==> src/logic/cp0_pkg.sv <==
package cp0_pkg;

    // ------------------------------------------------------------------
    // register numbers, select 0 only
    // ------------------------------------------------------------------
    localparam logic [4:0] ADDR_BADVADDR = 5'd8;
    localparam logic [4:0] ADDR_COUNT    = 5'd9;
    localparam logic [4:0] ADDR_COMPARE  = 5'd11;
    localparam logic [4:0] ADDR_STATUS   = 5'd12;
    localparam logic [4:0] ADDR_CAUSE    = 5'd13;
    localparam logic [4:0] ADDR_EPC      = 5'd14;

    // software-writable bits
    // status: im, exl, ie
    localparam logic [31:0] STATUS_WMASK = 32'h0000_ff03;
    // cause: only the two software interrupt bits ip[1:0]
    localparam logic [31:0] CAUSE_WMASK  = 32'h0000_0300;
    // exl comes up set, all else clear
    localparam logic [31:0] STATUS_RESET = 32'h0000_0002;

    // mtc0 command, fanned out to every register block
    typedef struct packed {
        logic        we;
        logic [4:0]  addr;
        logic [31:0] data;
    } cp0_wr_t;

    // ------------------------------------------------------------------
    // field layouts
    // ------------------------------------------------------------------
    typedef struct packed {
        logic [15:0] zero_hi;
        logic [7:0]  im;        // 15:8
        logic [5:0]  zero_lo;
        logic        exl;       // 1
        logic        ie;        // 0
    } status_t;

    typedef union packed {
        logic [31:0] raw;
        status_t     f;
    } status_u;

    typedef struct packed {
        logic        bd;        // 31
        logic        ti;        // 30
        logic [13:0] zero_hi;
        logic [7:0]  ip;        // 15:8
        logic        zero_mid;
        logic [4:0]  exc_code;  // 6:2
        logic [1:0]  zero_lo;
    } cause_t;

    typedef union packed {
        logic [31:0] raw;
        cause_t      f;
    } cause_u;

endpackage

==> src/logic/exc_pkg.sv <==
package exc_pkg;

    // ------------------------------------------------------------------
    // exception codes, cause.exccode encoding
    // ------------------------------------------------------------------
    localparam logic [4:0] EXC_INT  = 5'd0;
    localparam logic [4:0] EXC_ADEL = 5'd4;
    localparam logic [4:0] EXC_ADES = 5'd5;
    localparam logic [4:0] EXC_SYS  = 5'd8;
    localparam logic [4:0] EXC_BP   = 5'd9;
    localparam logic [4:0] EXC_RI   = 5'd10;
    localparam logic [4:0] EXC_OV   = 5'd12;

    // general exception entry, bev = 1
    localparam logic [31:0] EXC_VECTOR = 32'hbfc0_0380;

    // instruction retiring at writeback
    typedef struct packed {
        logic        valid;
        logic [31:0] pc;
        logic        bd;        // sits in a branch delay slot
        logic        exc;       // earlier stage flagged an exception
        logic [4:0]  exc_code;
        logic        eret;
        logic        mtc0;
        logic [4:0]  addr;      // cp0 register number, mtc0 and mfc0
        logic [31:0] wdata;
        logic [31:0] bad_vaddr;
    } wb_req_t;

    // resolved event, one per cycle at most
    typedef struct packed {
        logic        take;
        logic        eret;
        logic [4:0]  code;
        logic        bd;
        logic [31:0] pc;
        logic [31:0] bad_vaddr;
    } exc_evt_t;

    // front end flush and new fetch address
    typedef struct packed {
        logic        flush;
        logic [31:0] target;
    } redirect_t;

endpackage

==> src/logic/cp0.sv <==
module cp0 (
    input  logic               clk,
    input  logic               arst_n,
    input  exc_pkg::wb_req_t   wb,
    input  logic [5:0]         ext_int,
    output logic [31:0]        rdata,
    output exc_pkg::redirect_t redirect
);

    cp0_pkg::status_u  status;
    cp0_pkg::cause_u   cause;
    cp0_pkg::cp0_wr_t  wr;
    exc_pkg::exc_evt_t evt;
    logic [31:0]       epc;
    logic [31:0]       bad_vaddr;
    logic [31:0]       count;
    logic [31:0]       compare;
    logic              timer_hit;
    logic              compare_wr;
    logic              int_pending;
    logic              take;

    // ------------------------------------------------------------------
    // event resolution
    // ------------------------------------------------------------------
    // unmasked line, ints enabled, not already in a handler
    assign int_pending = (|(cause.f.ip & status.f.im)) && status.f.ie && !status.f.exl;

    // interrupts ride on a retiring instruction
    assign take = wb.valid && (int_pending || wb.exc);

    always_comb begin
        evt.take      = take;
        evt.eret      = wb.valid && wb.eret && !take;
        // interrupt beats the instruction's own fault
        evt.code      = int_pending ? exc_pkg::EXC_INT : wb.exc_code;
        evt.bd        = wb.bd;
        evt.pc        = wb.pc;
        evt.bad_vaddr = wb.bad_vaddr;
    end

    // a faulting mtc0 never commits
    always_comb begin
        wr.we   = wb.valid && wb.mtc0 && !take;
        wr.addr = wb.addr;
        wr.data = wb.wdata;
    end

    cp0_status_reg u_status (
        .clk    (clk),
        .arst_n (arst_n),
        .wr     (wr),
        .evt    (evt),
        .status (status)
    );

    cp0_cause_reg u_cause (
        .clk        (clk),
        .arst_n     (arst_n),
        .wr         (wr),
        .evt        (evt),
        .ext_int    (ext_int),
        .timer_hit  (timer_hit),
        .compare_wr (compare_wr),
        .status_exl (status.f.exl),
        .cause      (cause)
    );

    cp0_exc_addr_regs u_exc_addr (
        .clk        (clk),
        .arst_n     (arst_n),
        .wr         (wr),
        .evt        (evt),
        .status_exl (status.f.exl),
        .epc        (epc),
        .bad_vaddr  (bad_vaddr)
    );

    cp0_timer u_timer (
        .clk        (clk),
        .arst_n     (arst_n),
        .wr         (wr),
        .count      (count),
        .compare    (compare),
        .timer_hit  (timer_hit),
        .compare_wr (compare_wr)
    );

    // ------------------------------------------------------------------
    // mfc0 read and redirect
    // ------------------------------------------------------------------
    always_comb begin
        case (wb.addr)
            cp0_pkg::ADDR_BADVADDR: rdata = bad_vaddr;
            cp0_pkg::ADDR_COUNT:    rdata = count;
            cp0_pkg::ADDR_COMPARE:  rdata = compare;
            cp0_pkg::ADDR_STATUS:   rdata = status.raw;
            cp0_pkg::ADDR_CAUSE:    rdata = cause.raw;
            cp0_pkg::ADDR_EPC:      rdata = epc;
            // unmapped numbers
            default:                rdata = '0;
        endcase
    end

    // eret returns through the current epc
    assign redirect.flush  = take || evt.eret;
    assign redirect.target = take ? exc_pkg::EXC_VECTOR : epc;

endmodule

==> src/logic/cp0_cause_reg.sv <==
module cp0_cause_reg (
    input  logic              clk,
    input  logic              arst_n,
    input  cp0_pkg::cp0_wr_t  wr,
    input  exc_pkg::exc_evt_t evt,
    input  logic [5:0]        ext_int,
    input  logic              timer_hit,
    input  logic              compare_wr,
    input  logic              status_exl,
    output cp0_pkg::cause_u   cause
);

    logic            cause_wr;
    cp0_pkg::cause_u wr_view;
    // hardware interrupt lines, one flop of sampling
    logic [5:0]      ext_q;
    logic            ti_q;
    logic [1:0]      ip_sw_q;
    logic            bd_q;
    logic [4:0]      exc_code_q;

    assign cause_wr = wr.we && (wr.addr == cp0_pkg::ADDR_CAUSE);

    // masked write data seen through the field layout
    always_comb begin
        wr_view.raw = wr.data & cp0_pkg::CAUSE_WMASK;
    end

    always_ff @(posedge clk or negedge arst_n) begin
        if (!arst_n) begin
            ext_q      <= '0;
            ti_q       <= 1'b0;
            ip_sw_q    <= '0;
            bd_q       <= 1'b0;
            exc_code_q <= '0;
        end else begin
            ext_q <= ext_int;
            // sticky timer flag, acked by rewriting compare
            if (compare_wr) begin
                ti_q <= 1'b0;
            end else if (timer_hit) begin
                ti_q <= 1'b1;
            end
            if (cause_wr) begin
                ip_sw_q <= wr_view.f.ip[1:0];
            end
            // exccode always follows the event
            // bd only on a first-level exception
            if (evt.take) begin
                exc_code_q <= evt.code;
                if (!status_exl) begin
                    bd_q <= evt.bd;
                end
            end
        end
    end

    // ip7 shares the timer with hw line 5
    always_comb begin
        cause.raw        = '0;
        cause.f.bd       = bd_q;
        cause.f.ti       = ti_q;
        cause.f.ip       = {ext_q[5] | ti_q, ext_q[4:0], ip_sw_q};
        cause.f.exc_code = exc_code_q;
    end

endmodule

==> src/logic/cp0_exc_addr_regs.sv <==
module cp0_exc_addr_regs (
    input  logic              clk,
    input  logic              arst_n,
    input  cp0_pkg::cp0_wr_t  wr,
    input  exc_pkg::exc_evt_t evt,
    input  logic              status_exl,
    output logic [31:0]       epc,
    output logic [31:0]       bad_vaddr
);

    logic epc_wr;
    logic capture_epc;
    logic capture_bad;

    assign epc_wr = wr.we && (wr.addr == cp0_pkg::ADDR_EPC);

    // nested exception keeps the original return address
    assign capture_epc = evt.take && !status_exl;

    // address errors only
    assign capture_bad = evt.take && ((evt.code == exc_pkg::EXC_ADEL) ||
                                      (evt.code == exc_pkg::EXC_ADES));

    // ------------------------------------------------------------------
    // epc
    // ------------------------------------------------------------------
    always_ff @(posedge clk or negedge arst_n) begin
        if (!arst_n) begin
            epc <= '0;
        end else if (capture_epc) begin
            // delay slot: return to the branch
            epc <= evt.bd ? evt.pc - 32'd4 : evt.pc;
        end else if (epc_wr) begin
            epc <= wr.data;
        end
    end

    // badvaddr, no software write path
    always_ff @(posedge clk or negedge arst_n) begin
        if (!arst_n) begin
            bad_vaddr <= '0;
        end else if (capture_bad) begin
            bad_vaddr <= evt.bad_vaddr;
        end
    end

endmodule

==> src/logic/cp0_status_reg.sv <==
module cp0_status_reg (
    input  logic              clk,
    input  logic              arst_n,
    input  cp0_pkg::cp0_wr_t  wr,
    input  exc_pkg::exc_evt_t evt,
    output cp0_pkg::status_u  status
);

    logic             wr_hit;
    cp0_pkg::status_u status_d;

    assign wr_hit = wr.we && (wr.addr == cp0_pkg::ADDR_STATUS);

    // next value
    // mtc0 first, then exception entry / eret on exl
    always_comb begin
        status_d = status;
        if (wr_hit) begin
            status_d.raw = wr.data & cp0_pkg::STATUS_WMASK;
        end
        // entering the handler
        if (evt.take) begin
            status_d.f.exl = 1'b1;
        // leaving it
        end else if (evt.eret) begin
            status_d.f.exl = 1'b0;
        end
    end

    always_ff @(posedge clk or negedge arst_n) begin
        if (!arst_n) begin
            status.raw <= cp0_pkg::STATUS_RESET;
        end else begin
            status <= status_d;
        end
    end

endmodule

==> src/logic/cp0_timer.sv <==
module cp0_timer (
    input  logic             clk,
    input  logic             arst_n,
    input  cp0_pkg::cp0_wr_t wr,
    output logic [31:0]      count,
    output logic [31:0]      compare,
    output logic             timer_hit,
    output logic             compare_wr
);

    // high on cycles where count advances
    logic phase_q;
    logic count_wr;

    assign count_wr   = wr.we && (wr.addr == cp0_pkg::ADDR_COUNT);
    assign compare_wr = wr.we && (wr.addr == cp0_pkg::ADDR_COMPARE);

    // ------------------------------------------------------------------
    // count, half core rate
    // ------------------------------------------------------------------
    always_ff @(posedge clk or negedge arst_n) begin
        if (!arst_n) begin
            phase_q <= 1'b0;
            count   <= '0;
        end else if (count_wr) begin
            // written value holds one cycle, then steps
            count   <= wr.data;
            phase_q <= 1'b1;
        end else begin
            count   <= count + {31'd0, phase_q};
            phase_q <= ~phase_q;
        end
    end

    always_ff @(posedge clk or negedge arst_n) begin
        if (!arst_n) begin
            compare <= '0;
        end else if (compare_wr) begin
            compare <= wr.data;
        end
    end

    // match only counts on a tick
    // cause latches it as ti
    assign timer_hit = phase_q && (count == compare);

endmodule

==> config.mk <==
export PLATFORM = sky130hd
export DESIGN_NAME = cp0
export DESIGN_NICKNAME = d
export VERILOG_FILES = /design/src/logic/cp0_pkg.sv /design/src/logic/exc_pkg.sv /design/src/logic/cp0.sv /design/src/logic/cp0_cause_reg.sv /design/src/logic/cp0_exc_addr_regs.sv /design/src/logic/cp0_status_reg.sv /design/src/logic/cp0_timer.sv
export SDC_FILE = /design/constraint.sdc
export NUM_CORES = 1
export LEC_CHECK = 0
export BUFFER_PORTS_ARGS = -buffer_cell sky130_fd_sc_hd__buf_2
export CAP_MARGIN = 20
export CORE_MARGIN = 2
export CORE_UTILIZATION = 56
export DETAILED_ROUTE_END_ITERATION = 6
export HOLD_SLACK_MARGIN = 0.15
export PLACE_DENSITY = 0.91
export SYNTH_ARGS = -nofsm -noshare
export SYNTH_HDL_FRONTEND = slang
export SYNTH_SLANG_ARGS = --single-unit
==> constraint.sdc <==
create_clock -name clk -period 2.6 [get_ports clk]
set_input_delay 0.13 -clock clk [delete_from_list [all_inputs] [get_ports clk]]
set_output_delay 0.13 -clock clk [all_outputs]
set_load 0.05 [all_outputs]
Word level (Yosys, flattened, before mapping). Cells that the tools add are included.

$add $sub $neg: 2. Eq/ne operators: 9. Muxes and demuxes: 13. Bitwise gates (word level): 4. Reduce and logical (&&, ||, !) cells: 25.

Operators with widths (count): 32-bit case mux with 6 select lines (1); 32-bit two-way mux (5); 32-bit by 1-bit adder with 32-bit output (1); 32-bit equality test (1); 32-bit by 3-bit subtractor with 32-bit output (second input constant) (1); 5-bit by 4-bit equality test with 1-bit output (second input constant) (6); 1-bit logical AND (15); 5-bit by 3-bit equality test with 1-bit output (second input constant) (2); 8-bit bitwise AND (1); 8-bit OR reduction (1); 1-bit two-way mux (5); 5-bit two-way mux (1); 2-bit nonzero test (2); 1-bit logical OR (3); 3-bit nonzero test (1); 1-bit zero test (2); 2-bit two-way mux (1); 1-bit inverter (2); 2-bit AND reduction (1); 1-bit OR (1).

Register bits: 154. Input bits: 119. Output and inout bits: 65.

Longest topological paths before layout. Gate-level depths: netlist of run 1.

Word-level depth: 13. Depth in mapped cells: 8. Mapped depth without buffers: 7.

By module. Synthesis of run 1 repeated with hierarchy kept, for this count alone.

Cells, all modules: 941. Area, all modules: 9469.1 µm².

Modules (own cells, without submodules): cp0_exc_addr_regs (instances 1, cells an instance 325, area an instance 3398.3 µm², seq. area each 1601.5 µm²); cp0_timer (instances 1, cells an instance 302, area an instance 3377.0 µm², seq. area each 1626.6 µm²); cp0 (instances 1, cells an instance 210, area an instance 1405.1 µm², seq. area each 0.0 µm²); cp0_cause_reg (instances 1, cells an instance 54, area an instance 690.7 µm², seq. area each 375.4 µm²); cp0_status_reg (instances 1, cells an instance 50, area an instance 598.1 µm², seq. area each 251.5 µm²).

Worst setup path after synthesis of run 1. Ideal clock, no wire load.

Path kind: flip-flop to output port. From: register u_status.status[14] in the netlist's numbering. To: output redirect[16] in the netlist's numbering. Data arrival time: 2091 ps. Setup slack: 379 ps. Stages on the path, launching flop included: 6. Path buffers: 1. Cells stage by stage: dfrtp_1 -> a222oi_1 -> and2b_1 -> a21oi_1 -> clkbuf_1 -> a21oi_1.

RTL lines: from (decl) (line cp0_status_reg.sv:6) `output cp0_pkg::status_u status`; from (signal assigned) (line cp0_status_reg.sv:34) `status <= status_d;`; to (decl) (line cp0.sv:7) `output exc_pkg::redirect_t redirect`.

Final worst setup path of run 1.
From: register u_status.status[14] in the netlist's numbering. To: register u_timer.compare[22].

Cells in the longest elaborated chain, start to end: 9.

RTL lines: 8-bit bitwise AND (line cp0.sv:27) `assign int_pending = (|(cause.f.ip & status.f.im)) && status.f.ie && !status.f.exl;`; 8-bit OR reduction (line cp0.sv:27); 1-bit logical AND (2 in a row) (line cp0.sv:27); 1-bit logical OR (line cp0.sv:30) `assign take = wb.valid && (int_pending || wb.exc);`; 1-bit logical AND (line cp0.sv:30); 1-bit zero test (line cp0.sv:44) `wr.we = wb.valid && wb.mtc0 && !take;`; 1-bit logical AND (line cp0.sv:44); 1-bit logical AND (line cp0_timer.sv:16) `assign compare_wr = wr.we && (wr.addr == cp0_pkg::ADDR_COMPARE);`; to (signal assigned) (line cp0_timer.sv:39) `compare <= wr.data;`; to (decl) (line cp0_timer.sv:6) `output logic [31:0] compare,`.

Every way passes these cells. A chain may end at the register's enable or synchronous reset.

==> impl_metrics.env, run 1 <==
export IMPL_netlist_area_leader_share_pct=42.4
export IMPL_core_mm2=0.0158
export IMPL_die_area_mm2=0.0171
export IMPL_antenna_found_initial=0
export IMPL_die_w_um=131
export IMPL_holdCritPathClass="in -> reg"
export IMPL_postSynthCellCount=833
export IMPL_grt_pass1_wl_mm=47.3
export IMPL_tightest_slew_ns=0.642
export IMPL_fillers=994
export IMPL_grt_overflow=0
export IMPL_start_util_pct=57.0
export IMPL_period_needed_ns=2.58
export IMPL_worstSetupEndpointType="flop"
export IMPL_ys_async_sr_fraction_pct=100
export IMPL_synth_top_family_by_area="simple AND/OR/NAND/NOR gates"
export IMPL_rows=46
export IMPL_seq_area_frac_synth_pct=42.7
export IMPL_clock_path_buffers=2
export IMPL_holdWs_ns=0.176
export IMPL_post_route_util_pct=74.1
export IMPL_synthMuxAreaShare_pct=15.5
export IMPL_yosysTopAreaCell="dfrtp_1"
export IMPL_worst_path_max_fanout=20
export IMPL_synth_edff_count=0
export IMPL_synth_xor_area_share_pct=7.86
export IMPL_reg2reg_from="u_status.status[14]"
export IMPL_yosysMostFrequentCell="dfrtp_1"
export IMPL_criticalPathCategory="reg -> reg"
export IMPL_yosys_area_share_simple_pct=17.9
export IMPL_routed_wl_mm=31.8
export IMPL_drt_first_iter_violations=1272
export IMPL_hold_viol=0
export IMPL_clkSinkCount=154
export IMPL_outcome="finished, violations left"
export IMPL_synthTopCellsByArea="dfrtp_1 42%, mux2_2 11%, xnor2_1 5.6%"
export IMPL_dp_slack_ns=0.252
export IMPL_track_usage_pct=37.2
export IMPL_ys_flop_type="dfrtp_1"
export IMPL_grt_start_max_net_pins=64
export IMPL_wl_per_cell_um=23.9
export IMPL_dr_pass1_iters=7
export IMPL_drive_gt1_share_pct=35.2
export IMPL_required_ns=2.91
export IMPL_gp_congestion=1.00
export IMPL_clk_latency_ns=0.43
export IMPL_synth_net_count=955
export IMPL_clockRootBuffer="clkbuf_16"
export IMPL_max_slew_margin_pct=57.1
export IMPL_fmax_mhz=388
export IMPL_synth_adder_area_share_pct=0.416
export IMPL_ios=184
export IMPL_htree_levels=4
export IMPL_antenna_left=0
export IMPL_violations="design-rule violations"
export IMPL_finalMaxSlewViolations=0
export IMPL_via_count=8704
export IMPL_hp_start="wb[105]"
export IMPL_via_per_inst=6.54
export IMPL_cts_reportedPaths_clkPinSlew_ns=0.06
export IMPL_irDropWorstVdd_mv=0.520
export IMPL_hpwl_mm=21.3
export IMPL_fin_cells=1330
export IMPL_power_leakage_nw=5.37
export IMPL_fin_ws_ns=0.0208
export IMPL_synth_distinct_cells=66
export IMPL_dieHeight_um=131
export IMPL_synth_seq_cells=154
export IMPL_drc=1
export IMPL_fin_skew_ns=0.0113
export IMPL_finalNetCount=1222
export IMPL_synthTopCellsByCount="153 x dfrtp_1, 86 x mux2_2, 65 x nand2_1"
export IMPL_crit_path_start="u_status.status[14]"
export IMPL_crit_arrival_ns=2.89
export IMPL_synthesis_area_mm2=0.00902
export IMPL_post_place_cells=1210
export IMPL_max_cap_violations=0
export IMPL_syn_avg_cell_area_um2=10.8
export IMPL_p_total_mw=8.84
export IMPL_fin_crit_sh_pct=99.2
export IMPL_r2r_slack_ns=0.02
export IMPL_yosysWarnings=0
export IMPL_power_per_cell_area_mw_per_mm2=754
export IMPL_report_final_setup_viol=0
export IMPL_synthToLayoutAreaGrowth_pct=30.0
export IMPL_cts_inserted_buffers=17
export IMPL_grt_pass1_vias=8453
export IMPL_synth_compound_area_share_pct=12.0
export IMPL_numPortBuffers=183
export IMPL_cp_start_kind="flop"
export IMPL_cts_tree="yes"
-- worst max-delay path, cell delays in order, from the launching register on --
cell	delay, ns
dfrtp_1	0.40
a222oi_1	0.47
buf_4	0.20
buf_4	0.11
nand2b_1	0.07
o22ai_2	0.24
and4_1	0.26
buf_4	0.31
mux2_2	0.38
-- worst paths after layout --
kind                       cells after the start                 endpoint
max                                            8      u_timer.compare[22]
max reg2reg                                    8      u_timer.compare[22]
min reg2reg                                    2             u_cause.bd_q
min                                            4       u_exc_addr.epc[27]
min in group asynchronous                      2  u_exc_addr.bad_vaddr[3]
max in group asynchronous                      3       u_status.status[1]
-- repair_timing --
action	4_1_cts	5_1_grt
hold buffers	85	0
buffers inserted	1	1
pin swaps	1	2
endpoints found under the hold margin	212	0
gates resized for setup	0	13
endpoints found under the setup margin	13	15
-- cell usage in the layout (no fill, tap or decap), types with 21 or more instances in the layout --
| master | synthesis | layout |
|---|---|---|
| buf_2 | 12 | 174 |
| dfrtp_1 | 153 | 153 |
| mux2_2 | 86 | 86 |
| dlygate4sd3_1 | 0 | 85 |
| nand2_1 | 65 | 65 |
| xnor2_1 | 58 | 58 |
| a22oi_1 | 43 | 43 |
| nand3_1 | 35 | 35 |
| buf_4 | 5 | 32 |
| mux2_4 | 28 | 28 |
| o21ai_0 | 25 | 23 |
| xor2_1 | 23 | 23 |
| nor3_1 | 23 | 22 |
| nor2_1 | 21 | 21 |
| and3_1 | 21 | 21 |
-- routing by layer --
layer	share of wire, %	track usage [%]
met3	11	9.93
met2	48	60.5
met5	0	0
met4	6.6	20.5
met1	35	45.3
-- final cells by class --
type / count / area (µm²) / area share [%]
antenna: 1 / 2.50 / 0.0213
tap: 216 / 270 / 2.30
inverter: 9 / 33.8 / 0.288
timing repair buffer: 303 / 2090 / 17.9
sequential: 154 / 3850 / 32.9
clock inverter: 7 / 115 / 0.982
clock buffer: 25 / 485 / 4.14
multi-input combinational: 615 / 4870 / 41.5
-- per-stage QoR --
stage | TNS (ns) | instance area (µm²)
floorplan | 0 | 9020
global placement | 0 | 10200
detailed placement | 0 | 10200
CTS | 0 | 11700
global route | -0.529 | 11700
finish | 0 | 11700
-- logic make-up (layout without fill, tap and decap cells) --
logic type	after synthesis	in the layout
other cells	0	1
xor+xnor	81	81
flops	154	154
fa+ha+maj	3	3
mux	115	115
simple gates	279	279
compound gates	137	137
buf+inv	64	344
-- report_power, final --
| group | total, mW | leakage, nW | internal, mW | switching, mW |
|---|---|---|---|---|
| combinational | 2.72 | 3.12 | 1.12 | 1.60 |
| clock | 2.58 | 0.287 | 1.58 | 0.992 |
| sequential | 3.54 | 1.97 | 2.90 | 0.636 |
| total | 8.84 | 5.37 | 5.61 | 3.23 |
-- registers in the layout, indices dropped and copies added, names as in the netlist --
| signal | flops |
|---|---|
| u_exc_addr.epc | 32 |
| u_timer.count | 32 |
| u_cause.ext_q | 6 |
| u_cause.exc_code_q | 5 |
| u_cause.ti_q | 1 |
| u_timer.compare | 32 |
| u_timer.phase_q | 1 |
| u_status.status | 10 |
| u_cause.ip_sw_q | 2 |
| u_cause.bd_q | 1 |
| u_exc_addr.bad_vaddr | 32 |
No activity file was read; power rests on OpenSTA's default activity.
==> inputs of run 2 (changes only) <==
CORE_UTILIZATION = 61   (was 56)
PLACE_DENSITY = 0.95   (was 0.91)
SYNTH_HIERARCHICAL = 1   (was default)
clock period = 3.05 ns   (was 2.6 ns; I/O delays follow)
==> run 2 against run 1 <==
Compared with the run above:
- the flow now finishes without violations
- fmax decreased by 14%
- routed wire length increased by 6.7%
- final area increased by 3.0%
- total power decreased by 18%
- synthesized cell count increased by 13%
- register-to-register slack improved by 0.04 ns
- via count increased by 12%
- first-iteration DRC count increased by 38%
- sequential power decreased by 15%
- largest cell class unchanged
- highest routed layer unchanged
==> impl_metrics.env, run 2 <==
export IMPL_synthToLayoutAreaGrowth_pct=27.5
export IMPL_hold_viol=0
export IMPL_routed_wl_mm=33.9
export IMPL_crit_arrival_ns=3.24
export IMPL_synth_distinct_cells=67
export IMPL_synthTopCellsByArea="dfrtp_1 40%, mux2_2 9.5%, a22oi_1 7.9%"
export IMPL_via_count=9752
export IMPL_rows=45
export IMPL_drt_first_iter_violations=1752
export IMPL_ios=184
export IMPL_worst_path_max_fanout=61
export IMPL_post_place_cells=1270
export IMPL_cts_tree="yes"
export IMPL_p_seq_share_pct=41.3
export IMPL_clockPowerShare_pct=30.4
export IMPL_synth_seq_cells=154
export IMPL_track_usage_pct=40.4
export IMPL_ys_flop_type="dfrtp_1"
export IMPL_power_switching_mw=2.68
export IMPL_grt_pass1_wl_mm=50.9
export IMPL_cp_start_kind="flop"
export IMPL_irDropWorstVdd_mv=0.440
export IMPL_cpPeakStageDelay_ns=0.41
export IMPL_criticalPathCategory="reg -> reg"
export IMPL_antenna_left=0
export IMPL_drc=0
export IMPL_finalSetupTns_ns=0
export IMPL_wl_per_cell_um=24.0
export IMPL_grt_overflow=0
export IMPL_clock_path_buffers=2
export IMPL_crit_buf_inv=1
export IMPL_fmax_mhz=334
export IMPL_synth_edff_count=0
export IMPL_combPwrFrac_pct=28.3
export IMPL_post_route_util_pct=79.4
export IMPL_clockRootBuffer="clkbuf_16"
export IMPL_max_cap_violations=0
export IMPL_synthesis_area_mm2=0.00947
export IMPL_holdCritPathClass="in -> reg"
export IMPL_synthTopCellsByCount="153 x dfrtp_1, 100 x a22oi_1, 80 x mux2_2"
export IMPL_dr_pass1_iters=7
export IMPL_tightest_slew_ns=1.12
export IMPL_outcome="finished, final reports clean"
export IMPL_start_util_pct=62.3
export IMPL_fin_skew_ns=0.0102
export IMPL_finalNetCount=1329
export IMPL_p_total_mw=7.26
export IMPL_seq_area_frac_synth_pct=40.7
export IMPL_syn_avg_cell_area_um2=10.1
export IMPL_power_leakage_nw=5.36
export IMPL_report_final_setup_viol=0
export IMPL_yosysTopAreaCell="dfrtp_1"
export IMPL_dieHeight_um=129
export IMPL_fin_area_mm2=0.0121
export IMPL_fillers=807
export IMPL_htree_levels=4
export IMPL_grt_pass1_vias=9339
export IMPL_ys_async_sr_fraction_pct=100
export IMPL_period_needed_ns=2.99
export IMPL_core_mm2=0.0152
export IMPL_crit_chain="or2_1, a22oi_1, nand4_1, nand2_2, and4b_1, nor2b_1, nand4b_1, buf_4, nor2_1, a21oi_1"
export IMPL_gp_congestion=0.993
export IMPL_yosysMostFrequentCell="dfrtp_1"
export IMPL_postSynthCellCount=941
export IMPL_clkSinkCount=154
export IMPL_swShare_pct=37.0
export IMPL_antenna_found_initial=3
export IMPL_numPortBuffers=183
export IMPL_dpl_cell_area_mm2=0.0104
export IMPL_drive_gt1_share_pct=28.9
export IMPL_final_cell_mix="182 x buf_2, 153 x dfrtp_1, 106 x dlygate4sd3_1"
export IMPL_clk_latency_ns=0.44
export IMPL_netlist_area_leader_share_pct=40.4
export IMPL_fin_cells=1411
export IMPL_die_area_mm2=0.0165
export IMPL_yosysWarnings=6
export IMPL_die_w_um=129
export IMPL_rsz0062_at_grt="no"
export IMPL_grt_start_max_net_pins=92
export IMPL_fin_crit_sh_pct=98.1
export IMPL_required_ns=3.30
export IMPL_finalMaxSlewViolations=0
export IMPL_internal_power_mw=4.57
export IMPL_worstSetupEndpointType="flop"
export IMPL_layout_commonest_cell="buf_2"
export IMPL_via_per_inst=6.91
export IMPL_cpMaxStageDelayCell="dfrtp_1"
export IMPL_power_per_cell_area_mw_per_mm2=601
export IMPL_hpwl_mm=20.7
export IMPL_critical_path_top_delay_family="simple AND/OR/NAND/NOR gates"
export IMPL_cts_inserted_buffers=17
export IMPL_max_slew_margin_pct=25.0
export IMPL_cts_reportedPaths_clkPinSlew_ns=0.06
==> run 2: changes by cell type after synthesis, sizes merged, moves of 16 or more <==
cell and change:
o21ai -24, a21oi +33, nand2 -26, a221o -17, a222oi -16, a211oi +23, mux2 -30, buf +51
a22oi +57, xnor2 -16, nor2 +32
==> run 2: power groups by stage <==
stage / combinational, mW / clock [mW] / sequential (mW)
3_5_place_dp: 1.81 / 0 / 2.96
5_1_grt: 2.13 / 2.28 / 3.02
4_1_cts: 1.95 / 2.17 / 2.94
2_1_floorplan: 1.41 / 0 / 2.75
6_report: 2.05 / 2.21 / 3.00
3_3_place_gp: 1.75 / 0 / 2.94
==> run 2: final cells by class <==
type                       instances  area [µm²]  share of cell area, %
antenna                            3        7.51                 0.0622
sequential                       154        3850                   31.9
clock inverter                     6        82.6                  0.684
timing repair buffer             310        2170                   18.0
tap                              188         235                   1.95
inverter                           8        30.0                  0.249
clock buffer                      26         529                   4.38
multi-input combinational        716        5170                   42.8
==> run 2: worst paths after layout <==
path	from	endpoint	slack, ns	cells past startpoint
max	u_cause/ti_q	u_timer/count[17]	0.06	10
max reg2reg	u_cause/ti_q	u_timer/count[17]	0.06	10
min	wb[102]	u_exc_addr/epc[24]	0.16	4
min in group asynchronous	arst_n	u_cause/exc_code_q[4]	0.34	2
max in group asynchronous	arst_n	u_exc_addr/bad_vaddr[21]	1.83	3
min reg2reg	u_cause/exc_code_q[1]	u_cause/exc_code_q[1]	0.50	1
==> run 2: cells by family after synthesis <==
family,Yosys count,synth area share (%)
buffers and inverters,108,6.45
and+or+nand+nor,309,20.2
adders and majority gates,3,0.396
other,2,0.0793
DFF,154,40.7
muxes,89,10.5
AOI/OAI and AO/OA,204,15.0
xor gates and xnor gates,72,6.66
==> run 2: per-layer routing <==
metal | GRT usage, % | up-vias | part of all wire (%) | wire length, µm
met3 | 11.3 | 262 | 14 | 4660
met5 | 0 | - | 0 | 0
met1 | 52.7 | 4487 | 37 | 12400
met2 | 61.2 | 1041 | 43 | 14600
li1 | - | 3962 | - | -
met4 | 22.8 | 0 | 6.8 | 2290
==> run 2: worst register-to-register path, stage by stage, from the launching register on <==
cell and delay (ns):
dfrtp_1 0.41, or2_1 0.27, a22oi_1 0.24, nand4_1 0.28
nand2_2 0.22, and4b_1 0.29, nor2b_1 0.20, nand4b_1 0.11
buf_4 0.33, nor2_1 0.33, a21oi_1 0.13
==> run 2: through the flow <==
step,hold WS (ns),setup slack [ns]
detailed placement,0.262,0.255
global route,0.185,0.0119
CTS,0.156,0.178
global placement,0.264,0.440
floorplan,-0.143,0.380
finish,0.161,0.0579
==> run 2: repair_timing <==
action / in CTS / in global routing
hold endpoints to repair: 239 / 0
buffers inserted: 0 / 0
hold buffers: 106 / 0
setup endpoints to repair: 0 / 65
gates resized for setup: 0 / 4
